### src/common/gemm_pkg.sv
// ##########################################################
// shared sizes, register map and types of the gemm DMA block
// modules pull this in with a wildcard import in their body
// ##########################################################
package gemm_pkg;

    // matrix and word geometry
    localparam int SA_WIDTH  = 4;
    localparam int ELEM_W    = 8;
    localparam int WORD_W    = 32;
    localparam int BUF_W     = SA_WIDTH * WORD_W;
    localparam int SEL_W     = 2;
    // beat index covers 16 results, length needs one more bit
    localparam int IDX_W     = 4;
    localparam int LEN_W     = 5;
    localparam int NUM_RES   = SA_WIDTH * SA_WIDTH;

    // scratch memory
    localparam int MEM_DEPTH = 64;
    localparam int MEM_AW    = 6;

    // apb register map
    localparam int APB_AW = 12;
    localparam logic [APB_AW-1:0] REG_CTRL     = 12'h000;
    localparam logic [APB_AW-1:0] REG_STATUS   = 12'h004;
    localparam logic [APB_AW-1:0] REG_A_BASE   = 12'h008;
    localparam logic [APB_AW-1:0] REG_B_BASE   = 12'h00C;
    localparam logic [APB_AW-1:0] REG_C_BASE   = 12'h010;
    // window runs 0x100..0x1FC, one word per 4 bytes
    localparam logic [APB_AW-1:0] MEM_WIN_BASE = 12'h100;

    // memory word: four int8 operands or one int32 result
    typedef union packed {
        logic [SA_WIDTH-1:0][ELEM_W-1:0] elem;
        logic signed [WORD_W-1:0]         res;
    } mem_word_u;

    typedef enum logic [2:0] {
        IDLE,
        LOAD_A,
        LOAD_B,
        START_MM,
        WAIT_MM,
        STORE_C,
        FINISH
    } dma_state_e;

endpackage

### src/logic/operand_buffer.sv
// ##########################################################
// four-word operand store, one word per DMA beat
// all words presented flat to the multiply engine
// ##########################################################
`timescale 1ns/1ns

module operand_buffer (
    input  logic                        clk,
    input  logic                        rst_n,
    input  logic                        we_i,
    input  logic [gemm_pkg::SEL_W-1:0]  waddr_i,
    input  gemm_pkg::mem_word_u         wdata_i,
    output logic [gemm_pkg::BUF_W-1:0]  words_o
);
    import gemm_pkg::*;

    mem_word_u words [SA_WIDTH];

    always_ff @(posedge clk or negedge rst_n) begin
        if (!rst_n) begin
            for (int k = 0; k < SA_WIDTH; k++)
                words[k] <= '0;
        end else if (we_i) begin
            words[waddr_i] <= wdata_i;
        end
    end

    // word 0 lands in the low bits
    always_comb begin
        for (int k = 0; k < SA_WIDTH; k++)
            words_o[k*WORD_W +: WORD_W] = words[k];
    end

endmodule

### config.mk
export PLATFORM = sky130hd
export DESIGN_NAME = operand_buffer
export DESIGN_NICKNAME = d
export VERILOG_FILES = /design/src/common/gemm_pkg.sv /design/src/logic/operand_buffer.sv
export SDC_FILE = /design/constraint.sdc
export NUM_CORES = 1
export LEC_CHECK = 0
export ABC_AREA = 1
export BUFFER_PORTS_ARGS = -buffer_cell sky130_fd_sc_hd__buf_2
export CELL_PAD_IN_SITES_DETAIL_PLACEMENT = 0
export CELL_PAD_IN_SITES_GLOBAL_PLACEMENT = 1
export CORE_MARGIN = 1
export CORE_UTILIZATION = 40
export DETAILED_ROUTE_END_ITERATION = 10
export HOLD_SLACK_MARGIN = 0.03
export PLACE_DENSITY = 0.9
export SETUP_SLACK_MARGIN = 0.02
export SYNTH_ARGS = -nofsm -noshare
export SYNTH_HDL_FRONTEND = slang
export SYNTH_SLANG_ARGS = --single-unit
### constraint.sdc
create_clock -name clk -period 1.65 [get_ports clk]
set_input_delay 0 -clock clk [delete_from_list [all_inputs] [get_ports clk]]
set_output_delay 0 -clock clk [all_outputs]
set_load 0.02 [all_outputs]
# Word level (Yosys, flattened, before mapping)
# Cells that the tools add are included.
[word_totals]
elab_cells = 11
latchBits = 0
inputBits = 37
mem_count = 0
ram_bits = 0
register_bits = 128
mem_bits_ro = 0
[classes]
addsub = 0
shifts = 0
bitwise_logic = 1
n_reduce_logical = 1
multipliers = 0
div_mod_pow = 0
n_lt_le_gt_ge = 2
n_eq_ne = 0
n_mux = 3
[op_table]
columns = ["cell", "n"]
rows = [
  ["128-bit bitwise mux", 1],
  ["32-bit demux with 2-bit select", 1],
  ["32-bit 2-to-1 mux", 1],
  ["3-bit >= comparator (second input constant)", 1],
  ["3-bit by 1-bit less-than comparator with 1-bit output (second input constant)", 1],
  ["2-bit NOT with 3-bit output", 1],
  ["1-bit logical AND", 1],
]

# Logic depth before layout (Yosys ltp)
[logic_depth]
word_depth = 6
depth_mapped = 5
depth_no_buf = 4

# Worst setup path before layout
# No wires, ideal clock.
[synth_timing]
path_type = "input to register"
from = "input port we_i"
to = "register words (netlist bit words_o[11])"
n_path_buf = 3
t_arrival_ns = 0.704
path_slack_ns = 0.880
setup_time_ns = 0.066
path_stages = 5
cell_sequence = "clkbuf_1 buf_2 buf_2 nand3_1 nand2_1"
[synth_rtl]
columns = ["item", "line_no", "text"]
rows = [
  ["from (decl)", "operand_buffer.sv:10", "input logic we_i,"],
  ["to (signal, indexed assignment)", "operand_buffer.sv:24", "words[waddr_i] <= wdata_i;"],
  ["to (decl)", "operand_buffer.sv:17", "mem_word_u words [SA_WIDTH];"],
]

==> flow_summary.ini <==
[run_status]
run_status = finished clean

[timing]
period_minus_slack_ns = 1.348
finalHoldViolCount = 0
setup-violations-final = 0
setup_tns_ns = 0
final.setup_skew_ns = 0
timing.slew.headroom_pct = 67.18
clock.fmax_mhz = 742.1
tightest_slew_ns = 0.4911
report.final.slew_viol_count = 0
setup_ws_ns = 0.3024
grt_setup_unrepaired = no
period_share_pct = 81.67

[logic_synthesis]
synthesis.yosys.warnings = 0
post_synth_most_frequent_cells = sky130_fd_sc_hd__nand2_1 (257), sky130_fd_sc_hd__dfrtp_1 (128), sky130_fd_sc_hd__nand4_1 (96)
ys_types = 9
synthesis.instances = 569
synth_largest_area_cell = sky130_fd_sc_hd__dfrtp_1
flip_flop_and_latch_count_after_synthesis = 128
synth_sequential_area_ratio_pct = 61.76
mappedNetlistNets = 606
netlist_top_cells_area = sky130_fd_sc_hd__dfrtp_1 (62%), sky130_fd_sc_hd__nand2_1 (19%), sky130_fd_sc_hd__nand4_1 (12%)
netlist.area_leader.share_pct = 61.76
syn_area_um2 = 5186
synth_top_flop_cell = sky130_fd_sc_hd__dfrtp_1
synth_area_per_cell_um2 = 9.115
yosys.cell_count.top_type = sky130_fd_sc_hd__nand2_1
async_reset_ff_share_pct = 100.0
synth-edff-count = 0

[finish]
finalNetCount = 797
antenna_cells = 0
flip_flop_count_of_the_largest_register_all_copies_and_words_added = 128
layout-drive-gt1-share_pct = 28.07
area_growth_pct = 39.81
final_cell_area_um2 = 7251

[clocking]
clock_insertion_delay_at_the_later_pin_of_the_skew_report_ns = 0.41
cts_post_setup_buffers_inserted = 0
ctsLongestPathBuffers = 2
cts-buffers-inserted = 17
clock_sink_count = 128
root_buffer = sky130_fd_sc_hd__clkbuf_16
tritoncts = yes
h_tree_levels = 4
clkSlewWorstSetupHoldPaths_ns = 0.06

[grt]
grt.met1_usage_pct = 33.05
grt.overflow.total = 0
first_pass_grt_wire_length_um = 24820
met2_usage_pct = 38.02
grt_start_max_net_pins = 112
global_route.usage.met3_pct = 4.916
gr-max-usage-layer = met2
antenna_found_initial = 0
grt_util_all_layers_pct = 24.49
via_count_of_the_first_global_routing_pass = 4757

[setup_path]
path_max_fanout = 22
r2r_end = words_o[47]$_DFFE_PN0P_
worst_setup_path_startpoint = we_i
cells_along_the_critical_path = dlygate4sd3_1 -> buf_4 -> nand3_1 -> buf_4 -> nand2_1 -> nand2_1
worst_r2r_startpoint = words_o[47]$_DFFE_PN0P_
arrival_ns = 1.65
setup.worst_path.class = input pin to flip-flop
startpoint_type = input pin
regToRegSetupSlack_ns = 1.00
endpoint_kind = flip-flop
critical_path.top_delay_family = buffers and inverters
number_of_buffers_and_inverters_on_the_critical_path = 3
slowest_stage = sky130_fd_sc_hd__dlygate4sd3_1
rr_worst_depth = 2
crit_required_ns = 1.95
worst_path_largest_cell_delay_ns = 0.55

[floorplanning]
rows = 41
die-width_um = 115.9
floorplan.die.height_um = 115.9
initial_utilization_pct = 41.10
die-area_um2 = 13420
boundaryPins = 165
core_um2 = 12620

[placed_design]
port_bufs = 164
place_area_um2 = 6198
gpl.final_weighted_congestion = 0.8290
post_detail_place_hpwl_um = 10280
detailedPlace.worstSlack_ns = 0.4346

[detailed_routing]
drcViolationCount = 0
postRouteAntennaNets = 0
wirelength_um = 15890
detail_route.iter0.violations = 521
routedWlPerCell_um = 16.81
via_per_instance_ratio = 5.266
detailroute.via_count = 4976
first_pass_iters = 5

[power_and_ir_drop]
total_leakage_power_nw = 3.985
peakVddDrop_v = 0.0006544
pwr_density_cell_nw_per_um2 = 1416

[flow_run]
max_cap_violations = 0

[min_path]
hold_path.class = input pin to asynchronous set/reset pin
==> timing repair <==
action,CTS,global route
hold buffers,38,0
endpoints found under the hold margin,256,0
gates resized for setup,0,0
==> layout make-up <==
class	instances	area [um2]
Clock buffer	20	466.7
Sequential cell	128	3203
Tap cell	172	215.2
Multi-Input combinational cell	389	1747
Clock inverter	12	205.2
Inverter	2	7.507
Fill cell	1145	5369
Timing Repair Buffer	222	1406
==> kinds of logic (layout without fill, tap and decap cells) <==
| group | Yosys count | count (layout) | synth area share [%] |
|---|---|---|---|
| flops | 128 | 128 | 61.76 |
| buf+inv | 52 | 256 | 4.560 |
| simple gates | 389 | 389 | 33.68 |
==> cell usage in the layout, fill, tap and decap left out <==
master,instances
sky130_fd_sc_hd__clkinv_2,1
sky130_fd_sc_hd__clkinv_4,3
sky130_fd_sc_hd__buf_12,4
sky130_fd_sc_hd__nand4_1,96
sky130_fd_sc_hd__clkinvlp_4,2
sky130_fd_sc_hd__dfrtp_1,128
sky130_fd_sc_hd__bufinv_16,5
sky130_fd_sc_hd__nor2_2,1
sky130_fd_sc_hd__clkbuf_16,17
sky130_fd_sc_hd__clkbuf_8,3
sky130_fd_sc_hd__nand2_1,257
sky130_fd_sc_hd__buf_2,162
sky130_fd_sc_hd__nand3_1,35
sky130_fd_sc_hd__inv_6,1
sky130_fd_sc_hd__dlygate4sd3_1,38
sky130_fd_sc_hd__inv_1,2
sky130_fd_sc_hd__buf_4,18
==> metrics by stage <==
stage	util, %	power, mW	cells	hold WS, ns
2_1_floorplan	-	5.127	569	-0.2956
3_3_place_gp	49.12	5.986	875	-0.01020
3_5_place_dp	49.12	6.029	875	-0.003834
4_1_cts	57.46	10.32	945	0.09623
5_1_grt	57.46	10.68	945	0.1212
6_report	57.46	10.27	945	0.09631
==> worst max path at each step <==
| stage | to | slack (ns) | cells past startpoint |
|---|---|---|---|
| final | words_o[63]$_DFFE_PN0P_ | 0.30 | 6 |
| after global routing | words_o[34]$_DFFE_PN0P_ | 0.17 | 6 |
| after CTS | words_o[39]$_DFFE_PN0P_ | 0.29 | 6 |
| after detailed placement | words_o[39]$_DFFE_PN0P_ | 0.43 | 5 |
| after global placement | words_o[39]$_DFFE_PN0P_ | 0.48 | 5 |
| after floorplan | words_o[11]$_DFFE_PN0P_ | 0.88 | 5 |
==> metal layers <==
metal | share of wire [%] | vias to the layer above | wire [um]
li1 | - | 2303 | -
met2 | 47 | 242 | 7445
met1 | 44 | 2392 | 6941
met3 | 6.7 | 39 | 1068
met4 | 2.7 | 0 | 435
met5 | 0 | - | 0
==> power breakdown <==
part           total (mW)  internal, mW  switching (mW)
clock                4.22          2.81            1.41
combinational        2.11         0.685            1.43
sequential           3.94          3.64           0.296
total                10.3          7.14            3.13
Note: power is estimated with default switching activity, not from simulation.
