[src/common/gemm_pkg.sv]
// ##########################################################
// shared sizes, register map and types of the gemm DMA block
// modules pull this in with a wildcard import in their body
// ##########################################################
package gemm_pkg;

    // matrix and word geometry
    localparam int SA_WIDTH  = 4;
    localparam int ELEM_W    = 8;
    localparam int WORD_W    = 32;
    localparam int BUF_W     = SA_WIDTH * WORD_W;
    localparam int SEL_W     = 2;
    // beat index covers 16 results, length needs one more bit
    localparam int IDX_W     = 4;
    localparam int LEN_W     = 5;
    localparam int NUM_RES   = SA_WIDTH * SA_WIDTH;

    // scratch memory
    localparam int MEM_DEPTH = 64;
    localparam int MEM_AW    = 6;

    // apb register map
    localparam int APB_AW = 12;
    localparam logic [APB_AW-1:0] REG_CTRL     = 12'h000;
    localparam logic [APB_AW-1:0] REG_STATUS   = 12'h004;
    localparam logic [APB_AW-1:0] REG_A_BASE   = 12'h008;
    localparam logic [APB_AW-1:0] REG_B_BASE   = 12'h00C;
    localparam logic [APB_AW-1:0] REG_C_BASE   = 12'h010;
    // window runs 0x100..0x1FC, one word per 4 bytes
    localparam logic [APB_AW-1:0] MEM_WIN_BASE = 12'h100;

    // memory word: four int8 operands or one int32 result
    typedef union packed {
        logic [SA_WIDTH-1:0][ELEM_W-1:0] elem;
        logic signed [WORD_W-1:0]         res;
    } mem_word_u;

    typedef enum logic [2:0] {
        IDLE,
        LOAD_A,
        LOAD_B,
        START_MM,
        WAIT_MM,
        STORE_C,
        FINISH
    } dma_state_e;

endpackage

[src/dma/beat_counter.sv]
// ##########################################################
// beat index for DMA load and store phases
// last flag follows the phase length the FSM supplies
// ##########################################################
`timescale 1ns/1ns

module beat_counter (
    input  logic                        clk,
    input  logic                        rst_n,
    input  logic                        clear_i,
    input  logic                        step_i,
    input  logic [gemm_pkg::LEN_W-1:0]  length_i,
    output logic [gemm_pkg::IDX_W-1:0]  idx_o,
    output logic                        last_o
);
    import gemm_pkg::*;

    // clear beats step
    always_ff @(posedge clk or negedge rst_n) begin
        if (!rst_n)
            idx_o <= '0;
        else if (clear_i)
            idx_o <= '0;
        else if (step_i)
            idx_o <= idx_o + 1'b1;
    end

    assign last_o = ({1'b0, idx_o} == (length_i - 1'b1));

endmodule

[config.mk]
export PLATFORM = sky130hd
export DESIGN_NAME = beat_counter
export DESIGN_NICKNAME = d
export VERILOG_FILES = /design/src/common/gemm_pkg.sv /design/src/dma/beat_counter.sv
export SDC_FILE = /design/constraint.sdc
export NUM_CORES = 1
export LEC_CHECK = 0
export ABC_AREA = 1
export ABC_CLOCK_PERIOD_IN_PS = 900
export BUFFER_PORTS_ARGS = -buffer_cell sky130_fd_sc_hd__buf_4
export CAP_MARGIN = 40
export CORE_AREA = 2 2 39 41
export DETAILED_ROUTE_END_ITERATION = 8
export DIE_AREA = 0 0 41 43
export SETUP_SLACK_MARGIN = 0.2
export SLEW_MARGIN = 40
export SYNTH_ARGS = -nofsm -noshare
export SYNTH_HDL_FRONTEND = slang
export SYNTH_SLANG_ARGS = --single-unit
[constraint.sdc]
create_clock -name clk -period 0.9 [get_ports clk]
set_input_delay 0 -clock clk [delete_from_list [all_inputs] [get_ports clk]]
set_output_delay 0 -clock clk [all_outputs]
set_load 0.05 [all_outputs]
# Yosys cells after proc, flatten, opt, wreduce, memory -nomap -nowiden

Index checks and enable logic that the tools add are counted.
Widths: inputs -> output; s select.

Input bits: 9
Memories: 0
Bits in latches: 0
Logic and storage cells: 7
Bits in registers: 4
Output and inout bits: 5
Memory bits (read-only): 0
RAM bits: 0

Shift operators: 0
$add $sub $neg: 2
Bitwise gates (word level): 0
Reduce and logical (&&, ||, !) cells: 1
Multipliers: 0
Magnitude comparators: 0
Multiplexer cells: 2
Divide/modulo/power cells: 0
Equality and inequality tests: 1

Operators by type and width:

| cell                | count |
|---|---|
| $mux 4              | 2 |
| $eq 4x5->1          | 1 |
| $sub 5x1->5 const B | 1 |
| $add 4x1->4 const B | 1 |
| $reduce_bool 2->1   | 1 |

# Longest topological paths before layout

Gate-level depths: netlist (run 1).

Depth after elaboration: 3
Depth in mapped cells: 8
Mapped depth without buffers: 8

# Worst setup path after synthesis (run 1)

OpenSTA, ideal clock, no wires.

Path kind: reg-to-output
From: register idx_o[0] (netlist name)
To: output port last_o
Path buffers: 0
Required time: 0.900 ns
Stages on the path, launching flop included: 7
Path slack: -0.821 ns
Data arrival time: 1.721 ns
Cell sequence: dfrtp_1 inv_1 nand2_1 nand2_1 nor2_2 nand3_1 nor2_1

Word-level cells in the longest chain between the ends: 1

Ends and longest elaborated chain:

| element                  | RTL line           | text |
|---|---|---|
| start: declaration       | beat_counter.sv:13 | `output logic [gemm_pkg::IDX_W-1:0] idx_o,` |
| start signal: assignment | beat_counter.sv:25 | `idx_o <= idx_o + 1'b1;` |
| $eq 4x5->1               | beat_counter.sv:28 | `assign last_o = ({1'b0, idx_o} == (length_i - 1'b1));` |
| end: declaration         | beat_counter.sv:14 | `output logic last_o` |

No other way between the ends.

# Worst setup path in the final report (run 1)

From: register idx_o[3] (netlist name)
To: output port last_o

The elaborated chain is that of the path after synthesis.

==> results of run 1 <==
[cells by family after synthesis]
kind of cell | after synthesis | synth area share, %
flip-flops | 4 | 28.8
AND/OR/NAND/NOR | 29 | 34.5
AO/OA/AOI/OAI | 7 | 10.1
XOR/XNOR | 3 | 7.56
adder cells (fa/ha/maj) | 2 | 7.19
buffers and inverters | 11 | 11.9
[area by class of cell]
class                           count  share of cell area, %
Multi-Input combinational cell     41                   35.8
Inverter                           11                   5.88
Clock buffer                        3                   3.21
Sequential cell                     4                   15.0
Timing Repair Buffer               27                   37.3
Tap cell                           16                   2.85
[cells in the final DEF, fill, tap and decap left out, drive strengths merged]
| master | Yosys | final |
|---|---|---|
| buf | 0 | 26 |
| dfrtp | 4 | 4 |
| a21oi | 3 | 3 |
| nand3 | 3 | 3 |
| clkbuf | 0 | 3 |
| inv | 11 | 11 |
| dlygate4sd3 | 0 | 1 |
| xnor2 | 2 | 2 |
| o21ai | 4 | 4 |
| ha | 2 | 2 |
| xor2 | 1 | 1 |
| nor2 | 8 | 8 |
| nand4 | 2 | 2 |
| nand2 | 16 | 16 |
[cells in the mapped netlist]
library cell and number:
nor2_2 1, a21oi_1 3, ha_1 2, dfrtp_1 4, xnor2_1 2, nor2_1 7, xor2_1 1, o21ai_0 4
nand4_1 2, inv_2 1, nand3_1 3, inv_1 10, nand2_1 16
[power by group through the flow]
stage | Sequential [µW] | Clock (µW) | Combinational, µW
2_1_floorplan | 236 | 0 | 94.7
3_3_place_gp | 205 | 0 | 221
3_5_place_dp | 206 | 0 | 224
4_1_cts | 204 | 227 | 264
5_1_grt | 206 | 240 | 304
6_report | 204 | 218 | 281
[how the worst min path moves through the flow]
stage          slack (ns)        to  cells past startpoint    start
2_1_floorplan       -0.30  idx_o[0]                      0    rst_n
3_3_place_gp        -0.20  idx_o[0]                      1    rst_n
3_5_place_dp        -0.20  idx_o[1]                      1    rst_n
4_1_cts              0.06  idx_o[1]                      4  clear_i
5_1_grt              0.06  idx_o[2]                      3   step_i
6_report             0.06  idx_o[2]                      3   step_i
[critical path: cells and delay by family (launching register included)]
| family | cells | cell delay [ns] |
|---|---|---|
| simple gates | 6 | 0.43 |
| flops | 1 | 0.42 |
| buf+inv | 2 | 0.22 |
[what timing repair did]
item	4_1_cts	5_1_grt
resized for setup	14	9
hold buffers	1	0
cloned	0	0
endpoints found under the setup margin	9	9
pin swaps	2	1
setup buffers	3	2
hold endpoints to repair	4	0
[per-layer routing]
metal,track usage [%],part of all wire [%],routed length (µm),vias to the layer above
met5,0,0,0,-
met4,10.0,1.6,15,0
met3,3.14,6.0,57,2
met2,20.0,54,516,17
met1,14.6,38,364,191
li1,-,-,-,233
[through the flow]
stage	cell area [µm²]	util [%]	TNS [ns]	hold slack, ns	worst slack, ns
3_3_place_gp	551	39.8	-0.466	-0.203	-0.165
5_1_grt	702	50.7	-1.91	0.0593	-0.503
2_1_floorplan	373	-	-0.691	-0.296	-0.293
4_1_cts	652	47.1	-1.15	0.0573	-0.419
6_report	702	50.7	-1.48	0.0564	-0.393
3_5_place_dp	551	39.8	-0.597	-0.203	-0.219
==> flow_metrics.tcl, run 1 <==
set metrics [dict create \
    die_y_um 43 \
    netSwitchingFraction_pct 31.4 \
    track_usage_pct 13.1 \
    p_switching_uw 220 \
    endpoint "last_o" \
    cts.sinks 4 \
    instances_no_fill 102 \
    start_util_pct 25.1 \
    endpoint_kind "primary output" \
    setup_viol 7 \
    synth_area_leaders "dfrtp_1 (29%), nand2_1 (17%), inv_1 (11%), nor2_1 (7.6%), ha_1 (7.2%)" \
    pin_count 14 \
    worstPathArrival_ns 1.29 \
    final_layout_size_suffix_gt1_share_pct 52.3 \
    synth_fp_nets 67 \
    syn_area_um2 348 \
    multi_input_area_um2 251 \
    relSlewSlack_pct 87.8 \
    cts_buffers 3 \
    power.leakage_uw 0.000358 \
    cts_root_buffer "clkbuf_4" \
    seqCellArea_um2 105 \
    initialDrtViolationCount 7 \
    yosys_warnings 0 \
    p_total_uw 702 \
    synth_area_leader_cell "dfrtp_1" \
    synthToLayoutAreaGrowth_pct 102 \
    p_comb_share_pct 40.0 \
    finClkSkew_ns 0.000306 \
    fin_crit_ns 1.29 \
    reg_top3 "idx_o: 4 flops" \
    critPathLaunch "idx_o[3]" \
    worstMarginPinSlew_ns 0.184 \
    core.rowCount 14 \
    fin_crit_sh_pct 144 \
    grt_max_degree 5 \
    wl_per_cell_um 9.35 \
    post-place-cells 93 \
    reg2reg_to "idx_o[1]" \
    status "finished with violations" \
    finalHoldViolCount 0 \
    slew_viol_final 0 \
    fmax_ghz 0.773 \
    rrSetupSlack_ns -0.29 \
    seq_power_share_pct 29.0 \
    synth_top_area_share_pct 28.8 \
    rsz0062_at_grt "true" \
    fin_nets 99 \
    insertion_delay_ns 0.23 \
    crit_required_ns 0.90 \
    peakVddDrop_v 0.000750 \
    grt_pass1_vias 395 \
    via_per_inst 4.34 \
    cts_tree "done" \
    powerDensity_mw_per_mm2 1000 \
    io_buffer_count 13 \
    r2r-start "idx_o[0]" \
    place_hpwl_um 737 \
    hp-class "primary input to flop" \
    ys_seq_elements 4 \
    ys_types 13 \
    grt_pass1_wl_um 1500 \
    worst_slack_ns -0.393 \
    vias 443 \
    antenna_left 0 \
    synth_cells 56 \
    regMostFlops "idx_o" \
    core_area_mm2 0.00138 \
    path_class "flop to primary output" \
    largest_reg_flops 4 \
    routed_wl_um 954 \
    worst_path_max_delay_cell "dfrtp_2" \
    violations "setup timing" \
    critPathLaunchType "flop" \
    htreeDepth 1 \
    die-area_mm2 0.00176 \
    worst-r2r-cell-count 6 \
    antenna_found_initial 0 \
    clk_pin_slew_ns 0.04 \
    critPathMaxFanout 4 \
    fillCellCount 146 \
    internal_power_uw 482 \
    cp_cell_sequence "inv_2 > nand2_1 > nand2_1 > nor2_1 > nor2_1 > nand2_1 > nor2_4 > buf_8" \
    cap_violations 0 \
    first_pass_iters 4 \
    critPathMostFrequentCell "nand2_1" \
    die_width_um 41 \
    cts_max_path_buffers 2 \
    overflow 0 \
    drc 0 \
    clkPwrFrac_pct 31.0 \
    routabilityCongestion 0.672 \
    antenna_cells 0 \
    max_stage_delay_ns 0.42 \
    ys_seq_area_share_pct 28.8 \
    synth_area_per_cell_um2 6.21 \
]
(Power assumes the default switching activity.)
==> run 2: changes to the inputs <==
- ABC_AREA: 1 -> default
- ABC_CLOCK_PERIOD_IN_PS: 900 -> 1440
- clock period: 0.9 -> 1.44 ns (I/O delays scaled with it)
==> flow_metrics.tcl, run 2 <==
set metrics [dict create \
    instances_no_fill 69 \
    relSlewSlack_pct 83.9 \
    reg2reg_to "idx_o[1]" \
    largest_reg_flops 4 \
    first_pass_iters 2 \
    worstMarginPinSlew_ns 0.240 \
    peakVddDrop_v 0.000408 \
    hp-class "primary input to flop" \
    worstPathArrival_ns 1.35 \
    ys_seq_area_share_pct 33.6 \
    hold_start "step_i" \
    slew_viol_final 0 \
    htreeDepth 1 \
    powerDensity_mw_per_mm2 758 \
    p_comb_share_pct 29.6 \
    grt_pass1_vias 291 \
    core.rowCount 14 \
    seq_power_share_pct 34.0 \
    p_switching_uw 116 \
    fin_crit_sh_pct 94.1 \
    antenna_left 0 \
    clkPwrFrac_pct 36.4 \
    synth_most_common_cell "nor2_1" \
    synth_common_cells "nor2_1 (6), dfrtp_1 (4), xnor2_1 (4), xor2_1 (4)" \
    cp_cell_sequence "and4_4 > o311a_4 > buf_8" \
    cts_max_path_buffers 2 \
    die-area_mm2 0.00176 \
    synth_edf_count 0 \
    rrSetupSlack_ns 0.41 \
    vias 309 \
    crit_required_ns 1.44 \
    wl_per_cell_um 10.8 \
    antenna_cells 0 \
    final_common_cell "buf_4" \
    power.leakage_uw 0.000240 \
    async_flop_share_pct 100 \
    die_y_um 43 \
    worst-r2r-cell-count 3 \
    routed_wl_um 744 \
    critPathMaxFanout 5 \
    internal_power_uw 266 \
    netSwitchingFraction_pct 30.4 \
    ys_types 15 \
    die_width_um 41 \
    critPathLaunch "idx_o[2]" \
    synth_area_per_cell_um2 9.31 \
    drc 0 \
    ys_seq_elements 4 \
    start_util_pct 21.5 \
    fin_tns_setup_ns 0 \
    reg_top3 "idx_o: 4 flops" \
    holdWs_ns 0.0682 \
    antenna_found_initial 0 \
    cts.sinks 4 \
    rsz0062_at_grt "true" \
    via_per_inst 4.48 \
    pre_cts_slack_ns 0.256 \
    critPathLaunchType "flop" \
    insertion_delay_ns 0.23 \
    worst_slack_ns 0.0852 \
    synth_flop_cell "dfrtp_1" \
    yosys_warnings 0 \
    clk_pin_slew_ns 0.04 \
    routabilityCongestion 0.668 \
    r2r-start "idx_o[0]" \
    p_total_uw 382 \
    synth_fp_nets 43 \
    synth_area_leader_cell "dfrtp_1" \
    fin_nets 66 \
    status "complete, no violations" \
    post-place-cells 61 \
    setup_viol 0 \
    cts_root_buffer "clkbuf_4" \
    endpoint "last_o" \
    place_hpwl_um 563 \
    finClkSkew_ns 0.00337 \
    grt_pass1_wl_um 1100 \
    final_layout_size_suffix_gt1_share_pct 47.2 \
    grt_max_degree 6 \
    syn_area_um2 298 \
    pin_count 14 \
    cts_tree "done" \
    cap_violations 0 \
    cts_buffers 3 \
    endpoint_kind "primary output" \
    synth_cells 32 \
    fin_crit_ns 1.35 \
    core_area_mm2 0.00138 \
    synth_top_area_share_pct 33.6 \
    initialDrtViolationCount 3 \
    fmax_ghz 0.738 \
    synthToLayoutAreaGrowth_pct 69.3 \
    finalHoldViolCount 0 \
    overflow 0 \
    worst_path_max_delay_cell "dfrtp_2" \
    final_cell_mix "buf_4 (15), nor2_1 (6), xor2_1 (4), xnor2_1 (4), dfrtp_2 (4)" \
    io_buffer_count 13 \
    path_class "flop to primary output" \
    regMostFlops "idx_o" \
    track_usage_pct 9.48 \
    max_stage_delay_ns 0.43 \
    synth_area_leaders "dfrtp_1 (34%), xnor2_1 (12%), xor2_1 (12%), ha_1 (8.4%), nor2_1 (7.6%)" \
]
[run 2: cell types whose count changed after synthesis, sizes merged, moves of 3 or more]
| cell | before | now |
|---|---|---|
| inv | 11 | 2 |
| nand2 | 16 | 1 |
| nand3 | 3 | 0 |
| o21ai | 4 | 0 |
| xor2 | 1 | 4 |
[run 2: power by group through the flow]
stage	Clock (µW)	Sequential, µW	Combinational [µW]
4_1_cts	148	130	114
6_report	139	130	113
5_1_grt	151	131	121
3_5_place_dp	0	132	104
3_3_place_gp	0	132	102
2_1_floorplan	0	150	39.8
[run 2: metal layers]
layer  track usage, %  vias to the layer above  wire, µm
met1             8.79                      145       271
met4             8.00                        0         0
met2             15.6                       10       419
li1                 -                      154         -
met3             2.62                        0        54
met5                0                        -         0
[run 2: how the worst min path moves through the flow]
stage,endpoint,slack (ns),cells past startpoint
3_5_place_dp,idx_o[1],-0.20,1
2_1_floorplan,idx_o[0],-0.30,0
6_report,idx_o[1],0.07,3
4_1_cts,idx_o[0],0.05,3
5_1_grt,idx_o[0],0.06,3
3_3_place_gp,idx_o[1],-0.20,1
[run 2: repair_timing]
| item | in CTS | in global routing |
|---|---|---|
| endpoints found under the setup margin | 1 | 1 |
| endpoints found under the hold margin | 8 | 0 |
| hold buffers | 2 | 0 |
| resized for setup | 3 | 0 |
| buffers inserted | 2 | 1 |
| pin swaps | 3 | 3 |
[run 2: cell families after synthesis]
kind of cell	synth area share, %
xor gates and xnor gates	23.5
muxes	3.36
and+or+nand+nor	23.5
adders and majority gates	8.40
AOI/OAI and AO/OA	5.04
buffers and inverters	2.52
DFF	33.6
[run 2: area by class of cell]
cell class / count / area (µm²)
well taps: 16 / 20.0
flip-flops and latches: 4 / 105
multi-input cells: 26 / 201
clock buffers: 3 / 22.5
repair buffers: 18 / 148
inverters: 2 / 7.51
fillers: 159 / 880
[run 2: worst max-delay path, delay by kind of cell, from the launching register on]
family	cells	cell delay, ns
flops	1	0.43
buf+inv	1	0.15
compound gates	1	0.37
simple gates	1	0.18
[run 2: stage by stage]
stage / util (%) / cell area (µm²)
after global placement: 30.5 / 422
after CTS: 35.9 / 497
after global routing: 36.4 / 504
after floorplan: - / 304
final: 36.4 / 504
after detailed placement: 30.5 / 422
==> run 3: changes to the inputs <==
- CTS_BUF_LIST: default -> sky130_fd_sc_hd__clkbuf_4 sky130_fd_sc_hd__clkbuf_8 sky130_fd_sc_hd__clkbuf_16
- MAX_ROUTING_LAYER: default -> met4
==> flow_metrics.tcl, run 3 (synthesis results as in run 2) <==
set metrics [dict create \
    fin_crit_ns 1.36 \
    critPathMaxFanout 5 \
    track_usage_pct 9.71 \
    first_pass_iters 4 \
    critPathLaunchType "flop" \
    pin_count 14 \
    core.rowCount 14 \
    io_buffer_count 13 \
    fin_tns_setup_ns 0 \
    die_width_um 41 \
    antenna_found_initial 0 \
    grt_pass1_wl_um 1100 \
    finClkSkew_ns 0.00368 \
    internal_power_uw 266 \
    fmax_ghz 0.738 \
    fin_crit_sh_pct 94.1 \
    fin_nets 66 \
    overflow 0 \
    hp-class "primary input to flop" \
    final_common_cell "buf_4" \
    wl_per_cell_um 10.7 \
    die_y_um 43 \
    vias 312 \
    setup_viol 0 \
    powerDensity_mw_per_mm2 759 \
    rsz0062_at_grt "true" \
    final_cell_mix "buf_4 (15), nor2_1 (6), xor2_1 (4), xnor2_1 (4), dfrtp_2 (4)" \
    status "complete, no violations" \
    p_switching_uw 117 \
    cts_buffers 3 \
    routabilityCongestion 0.675 \
    reg_top3 "idx_o: 4 flops" \
    worstPathArrival_ns 1.36 \
    relSlewSlack_pct 83.9 \
    cts_root_buffer "clkbuf_4" \
    core_area_mm2 0.00138 \
    via_per_inst 4.52 \
    slew_viol_final 0 \
    grt_max_degree 6 \
    crit_required_ns 1.44 \
    initialDrtViolationCount 3 \
    start_util_pct 21.5 \
    cts.sinks 4 \
    routed_wl_um 741 \
    cts_max_path_buffers 2 \
    finalHoldViolCount 0 \
    largest_reg_flops 4 \
    die-area_mm2 0.00176 \
    cts_tree "done" \
    regMostFlops "idx_o" \
    place_hpwl_um 563 \
    clk_pin_slew_ns 0.04 \
    final_layout_size_suffix_gt1_share_pct 47.2 \
    path_class "flop to primary output" \
    insertion_delay_ns 0.24 \
    htreeDepth 1 \
    clkPwrFrac_pct 36.5 \
    power.leakage_uw 0.000240 \
    seq_power_share_pct 34.0 \
    drc 0 \
    grt_pass1_vias 291 \
    p_comb_share_pct 29.6 \
    antenna_left 0 \
    worstMarginPinSlew_ns 0.240 \
    p_total_uw 383 \
    cap_violations 0 \
    peakVddDrop_v 0.000410 \
    endpoint_kind "primary output" \
    synthToLayoutAreaGrowth_pct 69.3 \
    fin_util_pct 36.4 \
    netSwitchingFraction_pct 30.5 \
    antenna_cells 0 \
]
==> run 3: cell counts in the layout (fill, tap and decap cells not counted) <==
Identical to the previous run, type by type.
==> run 3: worst paths after layout <==
check                               from  endpoint  slack, ns  cells past startpoint
worst max-delay path            idx_o[2]    last_o       0.08                      3
worst min-delay path              step_i  idx_o[1]       0.07                      3
worst max register to register  idx_o[0]  idx_o[2]       0.41                      4
worst min register to register  idx_o[1]  idx_o[1]       0.59                      2
max in group asynchronous          rst_n  idx_o[3]       1.22                      2
min in group asynchronous          rst_n  idx_o[1]       0.11                      2
==> run 3: worst max-delay path: stages, from the launching register on <==
cell and delay, ns:
dfrtp_2 0.43, and4_4 0.18, o311a_4 0.37, buf_8 0.15
==> run 3: power groups by stage <==
stage	clock network [µW]	registers, µW	logic (µW)
final	140	130	113
after global routing	151	131	121
after CTS	148	130	114
after detailed placement	0	132	104
after global placement	0	132	102
after floorplan	0	150	39.8
==> run 3: layer usage <==
metal  GRT usage, %  wire (µm)  share of wire, %
met1           9.12        265                36
met5              -          0                 0
met3           2.09         51               6.9
met2           15.6        425                57
met4           8.00          0                 0
==> run 3: area by class of cell <==
cell class	instances	area [µm²]
clock buffer	3	22.5
multi-input combinational	26	201
inverter	2	7.51
tap	16	20.0
sequential	4	105
fill	159	880
timing repair buffer	18	148
==> run 3: metrics by stage <==
| step | area, µm² | instances | setup WS, ns | hold WS (ns) |
|---|---|---|---|---|
| 3_5_place_dp | 422 | 61 | 0.256 | -0.200 |
| 5_1_grt | 504 | 69 | 0.0549 | 0.0607 |
| 6_report | 504 | 69 | 0.0846 | 0.0667 |
| 4_1_cts | 497 | 68 | 0.0757 | 0.0525 |
| 3_3_place_gp | 422 | 61 | 0.273 | -0.200 |
| 2_1_floorplan | 304 | 32 | 0.173 | -0.296 |
==> run 3: repair_timing <==
action                                  4_1_cts  5_1_grt
hold buffers                                  2        0
gates resized for setup                       3        0
endpoints found under the hold margin         8        0
gates cloned                                  0        0
setup buffers                                 2        1
pin swaps                                     3        3
endpoints found under the setup margin        1        1
