### config.mk
export PLATFORM = sky130hd
export DESIGN_NAME = mm_engine
export DESIGN_NICKNAME = d
export VERILOG_FILES = /design/src/common/gemm_pkg.sv /design/src/logic/mm_engine.sv
export SDC_FILE = /design/constraint.sdc
export NUM_CORES = 1
export LEC_CHECK = 0
export BUFFER_PORTS_ARGS = -buffer_cell sky130_fd_sc_hd__buf_2
export CORE_MARGIN = 2
export CORE_UTILIZATION = 40
export CTS_BUF_LIST = sky130_fd_sc_hd__clkbuf_16
export DETAILED_ROUTE_END_ITERATION = 8
export GPL_TIMING_DRIVEN = 0
export HOLD_SLACK_MARGIN = 0.12
export SLEW_MARGIN = 20
export SYNTH_ARGS = -nofsm -noshare
export SYNTH_HDL_FRONTEND = slang
export SYNTH_SLANG_ARGS = --single-unit
### constraint.sdc
create_clock -name clk -period 13.37 [get_ports clk]
set_input_delay 0.6685 -clock clk [delete_from_list [all_inputs] [get_ports clk]]
set_output_delay 0.6685 -clock clk [all_outputs]
set_load 0.005 [all_outputs]
### src/common/gemm_pkg.sv
// ##########################################################
// shared sizes, register map and types of the gemm DMA block
// modules pull this in with a wildcard import in their body
// ##########################################################
package gemm_pkg;

    // matrix and word geometry
    localparam int SA_WIDTH  = 4;
    localparam int ELEM_W    = 8;
    localparam int WORD_W    = 32;
    localparam int BUF_W     = SA_WIDTH * WORD_W;
    localparam int SEL_W     = 2;
    // beat index covers 16 results, length needs one more bit
    localparam int IDX_W     = 4;
    localparam int LEN_W     = 5;
    localparam int NUM_RES   = SA_WIDTH * SA_WIDTH;

    // scratch memory
    localparam int MEM_DEPTH = 64;
    localparam int MEM_AW    = 6;

    // apb register map
    localparam int APB_AW = 12;
    localparam logic [APB_AW-1:0] REG_CTRL     = 12'h000;
    localparam logic [APB_AW-1:0] REG_STATUS   = 12'h004;
    localparam logic [APB_AW-1:0] REG_A_BASE   = 12'h008;
    localparam logic [APB_AW-1:0] REG_B_BASE   = 12'h00C;
    localparam logic [APB_AW-1:0] REG_C_BASE   = 12'h010;
    // window runs 0x100..0x1FC, one word per 4 bytes
    localparam logic [APB_AW-1:0] MEM_WIN_BASE = 12'h100;

    // memory word: four int8 operands or one int32 result
    typedef union packed {
        logic [SA_WIDTH-1:0][ELEM_W-1:0] elem;
        logic signed [WORD_W-1:0]         res;
    } mem_word_u;

    typedef enum logic [2:0] {
        IDLE,
        LOAD_A,
        LOAD_B,
        START_MM,
        WAIT_MM,
        STORE_C,
        FINISH
    } dma_state_e;

endpackage

### src/logic/mm_engine.sv
// ##########################################################
// 4x4 int8 matrix multiply, one C element per cycle
// A rows and B columns come from the operand buffers
// results held until the DMA stores them
// ##########################################################
`timescale 1ns/1ns

module mm_engine (
    input  logic                        clk,
    input  logic                        rst_n,
    input  logic                        start_i,
    input  logic [gemm_pkg::BUF_W-1:0]  a_words_i,
    input  logic [gemm_pkg::BUF_W-1:0]  b_words_i,
    input  logic [gemm_pkg::IDX_W-1:0]  rd_idx_i,
    output logic                        done_o,
    output gemm_pkg::mem_word_u         rd_data_o
);
    import gemm_pkg::*;

    logic             running;
    logic [IDX_W-1:0] step;
    logic [SEL_W-1:0] row, col;
    mem_word_u        a_row, b_col, acc;
    mem_word_u        results [NUM_RES];

    // step = i*4 + j
    assign row = step[IDX_W-1:SEL_W];
    assign col = step[SEL_W-1:0];

    assign a_row = a_words_i[row*WORD_W +: WORD_W];
    assign b_col = b_words_i[col*WORD_W +: WORD_W];

    // four signed 8x8 products summed at 32 bits
    always_comb begin
        acc.res = '0;
        for (int k = 0; k < SA_WIDTH; k++)
            acc.res = acc.res + $signed(a_row.elem[k]) * $signed(b_col.elem[k]);
    end

    always_ff @(posedge clk or negedge rst_n) begin
        if (!rst_n) begin
            running <= 1'b0;
            step    <= '0;
        end else if (start_i) begin
            running <= 1'b1;
            step    <= '0;
        end else if (running) begin
            step <= step + 1'b1;
            if (step == IDX_W'(NUM_RES - 1))
                running <= 1'b0;
        end
    end

    // result bank, no reset needed
    always_ff @(posedge clk) begin
        if (running)
            results[step] <= acc;
    end

    // high while the sixteenth result is written
    assign done_o    = running & (step == IDX_W'(NUM_RES - 1));
    assign rd_data_o = results[rd_idx_i];

endmodule

# == Yosys cells after proc, flatten, opt, wreduce, memory -nomap -nowiden ==
# Memories as Yosys holds them, arrays and structs flattened.
# Index checks and enable logic that the tools add are counted.
# op_classes
order_cmp,0
n_reduce_logical,1
n_shift,2
mux,7
addsub,4
n_mul,4
bitwise_logic,1
eq_ne,1
n_div,0
# op_table
cell,n
$shiftx A128 B8 Y32,2
$mul A8 B8 Y16,4
$add A18 B16 Y19,1
$add A17 B16 Y18,1
$add A16 B16 Y17,1
$mux W4,2
$mux W1,5
$add A4 B1 Y4 const B,1
$eq A4 B4 Y1 const B,1
$reduce_bool A2 Y1,1
$and A1 B1 Y1,1
# word_totals
ram_bits,512
output_inout_bits,33
ff_bits,5
input_bits,263
elab_cells,23
n_memories,1
latch_bits,0
rom_bits,0
# mem_list
name,words,word_bits,rd,rd_ports_with_merged_regs,wr,line,rtl
results,16,32,1,0,1,mm_engine.sv:24,mem_word_u results [NUM_RES];

# == Depth between registers and ports, before layout ==
# Gate-level depths: netlist of run 1.
# logic_depth
ltp_word,5
ltp_mapped,28
depth_no_buf,27

# == Least setup slack after synthesis of run 1 ==
# OpenSTA, ideal clock, no wires.
# synth_timing
kind,flip-flop to flip-flop
from,register step[0]
to,memory results[0][17] (netlist bit) (data pin)
n_path_buf,2
required_ns,13.073
stages_incl_launch_ff,23
setup_ns,0.297
arrival_time_ns,7.478
period_less_slack_ns,7.775
path_slack_ns,5.595
path_cell_list,dfrtp_1 -> buf_2 -> buf_2 -> mux4_2 -> and2_1 -> fa_1 -> fa_1 -> fa_1 -> inv_1 -> fa_1 -> inv_1 -> fa_1 -> fa_1 -> fa_1 -> inv_1 -> fa_1 -> inv_1 -> ha_1 -> a2111o_1 -> a211oi_1 -> nor3_1 -> a31oi_1 -> xnor2_1
# synth_rtl
element,line,rtl
from (decl),mm_engine.sv:21,logic [IDX_W-1:0] step;
from (signal assigned),mm_engine.sv:48,step <= step + 1'b1;
to (decl),mm_engine.sv:24,

==> flow_summary_export.csv, run 1 <==
group,metric,value,unit
global_routing,grt_pass1_wl,95500,um
critical_path,crit_path_max_fanout,16,
global_routing,overflow_after_grt,0,
routing,wl_per_cell,21.4,um
run_status,outcome,"complete, no violations",
critical_path,timing.rr.end,"results[6][16]",
floorplanning,die_height,251,um
sta,rsz0062_at_grt,"no",
placement,gp_congestion,0.904,
sta,timing.clock.skew,0.0135,ns
sta,fmax,0.110,GHz
layout,final_non_filler_cell_total,2850,
clocking,h-tree-depth,1,
layout,drive_above_1_share,27.3,%
layout,antenna-diode-count,0,
floorplanning,die_w,251,um
synth,ys_ff_latch,309,
synth,synth_top_cell_by_area,"edfxtp_1",
routing,route.vias.total,14512,
flow_run,cap_viol_max_count,0,
sta,worst_slew_margin_rel,29.4,%
global_routing,antenna_found_initial,0,
synth,post_synth_inst_count,1708,
clocking,ctsRootBufferMaster,"clkbuf_16",
floorplanning,placementRows,90,
synth,synth_edf_count,304,
routing,detail_route.drc_violations,0,
sta,setup_viol_count_final,0,
clocking,clock_latency,0.54,ns
min_path,hold_depth,2,
routing,drt_iter0_markers,712,
synth,area_share_of_the_leading_cell_type_in_the_synthesized_netlist,37.3,%
synth,synth.area.top_cells,"edfxtp_1 37%, fa_1 27%, mux4_2 14%",
sta,final-hold-violation-count,0,
synth,synth.cell_area,24400,um^2
routing,final_antenna_net_count,0,
global_routing,grt_util_all_layers,20.0,%
sta,post-route-min-period,9.06,ns
routing,route.final.wire_length,61000,um
floorplanning,floorplan.io_pins,296,
synth,mappedNetlistNets,2400,
sta,max_slew.worst_pin.slew,1.05,ns
clocking,numClockSinks,309,
floorplanning,floorplan.die_area,63100,um^2
synth,synth-warning-count,0,
critical_path,worst-endpoint-arrival,9.32,ns
synth,synthesized_area_per_cell,14.3,um^2
sta,final-max-slew-violation-count,0,
synth,yosys_most_used_dff,"edfxtp_1",
min_path,hp_start,"start_i",
critical_path,critical_path.endpoint_type,"register",
placement,placement.io_buffers,291,
routing,drt-vias-per-instance,5.09,
clocking,post_cts_buffers,0,
critical_path,worst_reg2reg_path_depth,24,
clocking,cts_made_buffers,28,
critical_path,path_class,"reg -> reg",
synth,yosysMostFrequentCell,"inv_1",
min_path,hold_path.class,"in -> reg",
min_path,min_delay_worst_endpoint,"step[0]",
global_routing,grt_pass1_vias,16459,
sta,period_utilization,67.8,%
synth,synth_commonest_cells,"384 x inv_1, 326 x fa_1, 304 x edfxtp_1",
layout,post-route-util,46.7,%
clocking,cts_buffer_depth,3,
placement,dpl.cell_count,2797,
placement,placedInstanceArea,27200,um^2
clocking,clkSlewWorstSetupHoldPaths,0.06,ns
clocking,cts_tree,"built",
critical_path,r2r_slack,4.31,ns
synth,yosysUniqueCellTypes,37,
critical_path,critical_path.startpoint_type,"register",
synth,seq_area_frac_synth,37.9,%
sta,fin_tns_setup,0,ns
synth,synthArstFlopShare,1.62,%
placement,hpwl,50500,um
routing,drt-pass1-iter-count,7,
floorplanning,start_util,40.5,%
layout,area.growth.synth_to_final,15.3,%
floorplanning,core,60400,um^2
layout,finalNetCount,2738,
layout,fillCellCount,5374,
global_routing,grt_start_max_net_pins,20,
critical_path,regToRegStartpoint,"step[1]",
layout,finish.instance_area,28200,um^2
critical_path,worst-endpoint-required,13.63,ns
## worst max path at each step
| stage | startpoint | end | slack (ns) | depth (start not counted) |
|---|---|---|---|---|
| after floorplan | step[0] | results[0][17] | 5.59 | 22 |
| after CTS | step[1] | results[8][30] | 3.88 | 23 |
| after global routing | step[0] | results[11][17] | 3.95 | 24 |
| final | step[1] | results[6][16] | 4.31 | 24 |
| after global placement | step[1] | results[0][10] | 3.90 | 21 |
| after detailed placement | step[1] | results[1][30] | 3.89 | 23 |
## stage by stage
stage / worst slack (ns) / hold WS [ns]
finish: 4.31 / 0.362
global route: 3.95 / 0.375
CTS: 3.88 / 0.345
detailed placement: 3.89 / 0.499
global placement: 3.90 / 0.495
floorplan: 5.59 / 0.373
## logic make-up after synthesis
| kind of cell | Yosys count | synth area share, % |
|---|---|---|
| flip-flops | 309 | 37.9 |
| AND/OR/NAND/NOR | 301 | 6.30 |
| XOR/XNOR | 27 | 0.967 |
| AO/OA/AOI/OAI | 42 | 1.09 |
| multiplexers | 163 | 14.7 |
| buffers and inverters | 437 | 7.15 |
| adder cells (fa/ha/maj) | 429 | 32.0 |
## layer usage
metal	wire length [um]	vias to the layer above	global-route usage, %
met5	0	-	0
met4	1140	0	4.59
met3	2080	53	1.25
met2	32900	401	37.8
met1	24900	7702	24.9
li1	-	6356	-
## critical path, stage by stage (launching register included)
cell      delay (ns)
dfrtp_1         0.51
buf_2           0.39
clkbuf_1        0.55
mux4_2          0.51
nand2_1         0.14
fa_1            0.65
inv_1           0.16
fa_1            0.51
inv_1           0.06
fa_1            0.49
fa_1            0.55
inv_1           0.07
fa_1            0.55
fa_1            0.44
fa_1            0.49
inv_1           0.05
fa_1            0.48
inv_1           0.04
ha_1            0.37
o21a_1          0.16
o21a_1          0.19
o21ai_1         0.20
o21ai_0         0.44
a31oi_1         0.21
xnor2_2         0.53
## sequential cells by signal, indices dropped and copies added, names as in the netlist
name and cells:
results 304, running 1, step 4
## repair_timing
action                                 CTS  global route
resized for setup                        0             0
endpoints found under the hold margin    5             0
hold buffers                             1             0
## cells in the final DEF, fill, tap and decap left out, drive strengths merged, types with 2 or more instances in the layout
cell type / instances
bufinv: 2
nand2b: 16
mux2i: 4
clkbuf: 41
mux2: 3
clkinv: 12
fa: 326
xor2: 8
and2: 139
dfrtp: 5
nor2: 38
a21oi: 9
nand2: 94
a31oi: 2
o21a: 3
inv: 392
o21ai: 12
xnor2: 19
a21o: 4
nand3: 4
edfxtp: 304
ha: 103
a211oi: 5
nor3: 7
o21bai: 2
mux4: 156
buf: 348
## area by class of cell
type	count	area (um^2)	area share [%]
Timing Repair Buffer	308	1670	5.94
Inverter	384	1440	5.11
Clock inverter	23	158	0.559
Clock buffer	29	726	2.58
Sequential cell	309	9250	32.8
Tap cell	782	978	3.47
Buffer	53	305	1.08
Multi-Input combinational cell	962	13600	48.4
Power of run 1 is left out: the tool's default activity adds up to more than one toggle a clock period on the data nets, which glitch-free logic cannot reach.
==> inputs of run 2 (changes only) <==
==> constraint.sdc (replaced) <==
create_clock -name clk -period 9.15 [get_ports clk]
set_input_delay 0.4575 -clock clk [delete_from_list [all_inputs] [get_ports clk]]
set_output_delay 0.4575 -clock clk [all_outputs]
set_load 0.005 [all_outputs]
==> flow_summary_export.csv, run 2 (synthesized netlist as in run 1, its figures left out) <==
group,metric,value,unit
clocking,numClockSinks,309,
critical_path,crit_family,"adder cells",
routing,detail_route.drc_violations,0,
routing,drt-pass1-iter-count,5,
sta,period_utilization,96.3,%
clocking,post_cts_buffers,0,
routing,drt_iter0_markers,747,
layout,finalNetCount,2738,
critical_path,regToRegStartpoint,"step[2]",
layout,finish.instance_area,28200,um^2
placement,placedInstanceArea,27200,um^2
layout,final_cell_mix,"392 x inv_1, 326 x fa_1, 305 x buf_2",
placement,placement.io_buffers,291,
clocking,clock_latency,0.54,ns
floorplanning,core,60400,um^2
placement,gp_congestion,0.904,
clocking,h-tree-depth,1,
global_routing,grt_pass1_vias,16458,
clocking,cts_made_buffers,28,
routing,route.vias.total,14531,
critical_path,critical_path.endpoint_type,"register",
flow_run,cap_viol_max_count,0,
critical_path,timing.critical_path.mode_cell,"fa_1",
sta,post-route-min-period,8.81,ns
critical_path,critPathMaxStageDelay,0.69,ns
sta,final-max-slew-violation-count,0,
layout,post-route-util,46.8,%
layout,fillCellCount,5367,
sta,rsz0062_at_grt,"no",
floorplanning,die_height,251,um
sta,setup_viol_count_final,0,
sta,max_slew.worst_pin.slew,1.01,ns
critical_path,crit_slowest_cell,"mux4_2",
critical_path,worst-endpoint-required,9.46,ns
critical_path,path_class,"reg -> reg",
run_status,outcome,"complete, no violations",
layout,antenna-diode-count,0,
critical_path,worst-endpoint-arrival,9.12,ns
routing,route.final.wire_length,60900,um
floorplanning,floorplan.io_pins,296,
floorplanning,floorplan.die_area,63100,um^2
layout,largest_register_ff_count,304,
clocking,clkSlewWorstSetupHoldPaths,0.06,ns
layout,regMostFlops,"results",
min_path,hold_path.class,"in -> reg",
critical_path,worstPathBufferInverterCount,8,
critical_path,crit_path_max_fanout,16,
sta,worst_slew_margin_rel,31.8,%
clocking,cts_buffer_depth,3,
global_routing,grt_start_max_net_pins,20,
routing,final_antenna_net_count,0,
critical_path,crit_start,"step[2]",
global_routing,grt_pass1_wl,95400,um
sta,timing.clock.skew,0.0120,ns
layout,reg.largest.list,"results (304), step (4), running (1)",
placement,hpwl,50500,um
sta,fmax,0.113,GHz
global_routing,antenna_found_initial,0,
routing,drt-vias-per-instance,5.10,
layout,area.growth.synth_to_final,15.5,%
clocking,ctsRootBufferMaster,"clkbuf_16",
layout,drive_above_1_share,27.5,%
clocking,cts_tree,"built",
global_routing,grt_util_all_layers,20.0,%
layout,layout.cells.most_common,"inv_1",
floorplanning,placementRows,90,
critical_path,critical_path.startpoint_type,"register",
floorplanning,die_w,251,um
floorplanning,start_util,40.5,%
routing,wl_per_cell,21.4,um
global_routing,overflow_after_grt,0,
sta,final-hold-violation-count,0,
sta,fin_tns_setup,0,ns
min_path,hp_start,"start_i",
## run 2: cell types whose count changed in the layout (fill, tap and decap cells not counted), sizes merged
cell / previous run / this run
clkbuf: 41 / 44
buf: 348 / 345
## run 2: layout make-up
type,count,area [um^2],area share [%]
Inverter,384,1440,5.11
Clock buffer,29,726,2.57
Clock inverter,23,158,0.558
Buffer,53,314,1.11
Timing Repair Buffer,308,1670,5.93
Sequential cell,309,9250,32.8
Multi-Input combinational cell,962,13700,48.5
Tap cell,782,978,3.47
## run 2: worst paths after layout
| path | cells past startpoint | end | slack, ns |
|---|---|---|---|
| max | 25 | results[6][16] | 0.34 |
| min | 2 | step[0] | 0.15 |
| max reg2reg | 25 | results[6][16] | 0.34 |
| min reg2reg | 2 | running | 0.78 |
| max in group asynchronous | 2 | step[1] | 8.60 |
| min in group asynchronous | 2 | step[2] | 0.39 |
## run 2: stage by stage
step                      cells  setup slack [ns]  hold WS, ns
after CTS                  2850           0.00663        0.134
after global routing       2850            0.0123        0.164
after floorplan            1708              1.37        0.162
final                      2850             0.338        0.149
after detailed placement   2797            -0.331        0.288
after global placement     2781            -0.324        0.284
## run 2: metal layers
layer  track usage [%]  share of wire, %
met2              37.8                54
met5                 0                 0
met4              4.59               2.0
met3              1.25               4.1
met1              25.0                40
## run 2: timing repair
item	CTS	global route
gates cloned	0	0
hold buffers	1	0
pin swaps	0	0
gates resized for setup	4	12
hold endpoints to repair	5	0
setup endpoints to repair	64	80
Power of run 2 is left out for the same reason.
==> inputs of run 3 (changes only) <==
--- a/config.mk
+++ b/config.mk
@@ -6,7 +6,6 @@
 export NUM_CORES = 1
 export LEC_CHECK = 0
 export BUFFER_PORTS_ARGS = -buffer_cell sky130_fd_sc_hd__buf_2
-export CORE_MARGIN = 2
 export CORE_UTILIZATION = 40
 export CTS_BUF_LIST = sky130_fd_sc_hd__clkbuf_16
 export DETAILED_ROUTE_END_ITERATION = 8
==> flow_summary_export.csv, run 3 (synthesized netlist as in run 1, its figures left out) <==
group,metric,value,unit
run_status,outcome,"complete, no violations",
clocking,ctsRootBufferMaster,"clkbuf_16",
routing,route.vias.total,14435,
placement,hpwl,49900,um
sta,max_slew.worst_pin.slew,0.925,ns
layout,largest_register_ff_count,304,
clocking,cts_tree,"built",
layout,reg.largest.list,"results (304), step (4), running (1)",
critical_path,worst_reg2reg_path_depth,23,
placement,gp_congestion,0.849,
clocking,cts_buffer_depth,3,
global_routing,grt_start_max_net_pins,20,
floorplanning,placementRows,90,
layout,sequential_cell_area,9250,um^2
global_routing,grt_pass1_wl,94900,um
sta,setup_viol_count_final,0,
floorplanning,die_w,249,um
sta,fmax,0.114,GHz
layout,drive_above_1_share,27.6,%
floorplanning,floorplan.die_area,62100,um^2
floorplanning,start_util,40.5,%
critical_path,regToRegStartpoint,"step[0]",
clocking,numClockSinks,309,
critical_path,critical_path.endpoint_type,"register",
critical_path,crit_slowest_cell,"mux4_2",
critical_path,critPathMaxStageDelay,0.72,ns
flow_run,cap_viol_max_count,0,
min_path,hold_path.class,"in -> async",
routing,final_antenna_net_count,0,
sta,post-route-min-period,8.75,ns
routing,wl_per_cell,21.1,um
clocking,h-tree-depth,1,
layout,fillCellCount,5366,
layout,area.growth.synth_to_final,15.3,%
sta,worst_slew_margin_rel,37.7,%
layout,final_cell_mix,"391 x inv_1, 326 x fa_1, 306 x buf_2",
critical_path,worst-endpoint-arrival,8.98,ns
critical_path,path_class,"reg -> reg",
clocking,post_cts_buffers,0,
global_routing,grt_util_all_layers,19.9,%
critical_path,cp_cell_sequence,"buf_2 -> buf_2 -> mux4_2 -> nand2_1 -> fa_1 -> inv_1 -> fa_1 -> inv_1 -> fa_1 -> fa_1 -> inv_1 -> fa_1 -> fa_1 -> fa_1 -> inv_1 -> fa_1 -> inv_1 -> ha_1 -> a2111o_1 -> a211oi_1 -> nor3_1 -> a31oi_1 -> xnor2_4",
clocking,clkSlewWorstSetupHoldPaths,0.07,ns
critical_path,crit_path_max_fanout,16,
sta,rsz0062_at_grt,"no",
floorplanning,die_height,249,um
layout,multiInputGateArea,13700,um^2
routing,drt-pass1-iter-count,5,
critical_path,crit_start,"step[0]",
placement,placement.io_buffers,291,
sta,timing.clock.skew,0.0162,ns
global_routing,overflow_after_grt,0,
floorplanning,core,60400,um^2
sta,period_utilization,95.6,%
routing,detail_route.drc_violations,0,
sta,fin_hold_ws,0.263,ns
critical_path,critical_path.startpoint_type,"register",
global_routing,grt_pass1_vias,16707,
critical_path,r2r_slack,0.40,ns
layout,finalNetCount,2736,
clocking,cts_made_buffers,28,
global_routing,antenna_found_initial,5,
floorplanning,floorplan.io_pins,296,
layout,layout.cells.most_common,"inv_1",
sta,final-max-slew-violation-count,0,
clocking,clock_latency,0.54,ns
layout,regMostFlops,"results",
critical_path,timing.critical_path.mode_cell,"fa_1",
critical_path,worst-endpoint-required,9.38,ns
routing,route.final.wire_length,60100,um
routing,drt_iter0_markers,623,
routing,drt-vias-per-instance,5.07,
sta,final-hold-violation-count,0,
==> run 3: cell count changes in the layout (fill, tap and decap cells not counted), sizes merged <==
cell | previous run | this run
diode | 0 | 3
clkbuf | 44 | 43
clkinv | 12 | 9
dlygate4sd3 | 1 | 2
clkinvlp | 1 | 3
buf | 345 | 343
inv | 392 | 391
==> run 3: per-stage QoR <==
| step | setup TNS, ns | setup slack [ns] | instance area (um^2) | util [%] | cells |
|---|---|---|---|---|---|
| CTS | 0 | 0.0417 | 28100 | 46.6 | 2846 |
| finish | 0 | 0.399 | 28200 | 46.7 | 2849 |
| global route | 0 | 0.0155 | 28200 | 46.7 | 2849 |
| global placement | -1.74 | -0.105 | 26900 | 44.5 | 2781 |
| detailed placement | -3.87 | -0.156 | 27200 | 45.1 | 2794 |
| floorplan | 0 | 1.37 | 24400 | - | 1708 |
==> run 3: metal layers <==
layer / global-route usage, % / up-vias / routed length, um
li1: - / 6355 / -
met1: 24.4 / 7602 / 23800
met2: 37.8 / 402 / 32500
met3: 1.49 / 76 / 2290
met4: 4.97 / 0 / 1470
met5: 0 / - / 0
==> run 3: worst paths after layout <==
path / to
max: results[11][17]
min: step[0]
max reg2reg: results[11][17]
min reg2reg: running
max in group asynchronous: step[1]
min in group clk: step[3]
==> run 3: critical path, delay by kind of cell, from the launching register on <==
kind,cells,cell delay (ns)
simple gates,2,0.30
flops,1,0.39
xor+xnor,1,0.22
mux,1,0.72
fa+ha+maj,9,4.32
buf+inv,7,1.30
compound gates,3,1.14
==> run 3: cell type report <==
cell class	count	area share (%)
Antenna cell	3	0.0266
Buffer	53	1.11
Clock buffer	29	2.57
Clock inverter	21	0.528
Inverter	384	5.11
Multi-Input combinational cell	962	48.5
Sequential cell	309	32.8
Tap cell	782	3.47
Timing Repair Buffer	306	5.87
==> run 3: repair_timing <==
item / 4_1_cts / 5_1_grt
endpoints found under the setup margin: 64 / 96
gates resized for setup: 5 / 9
hold buffers: 2 / 0
hold endpoints to repair: 6 / 0
gates cloned: 0 / 0
Power of run 3 is left out for the same reason.
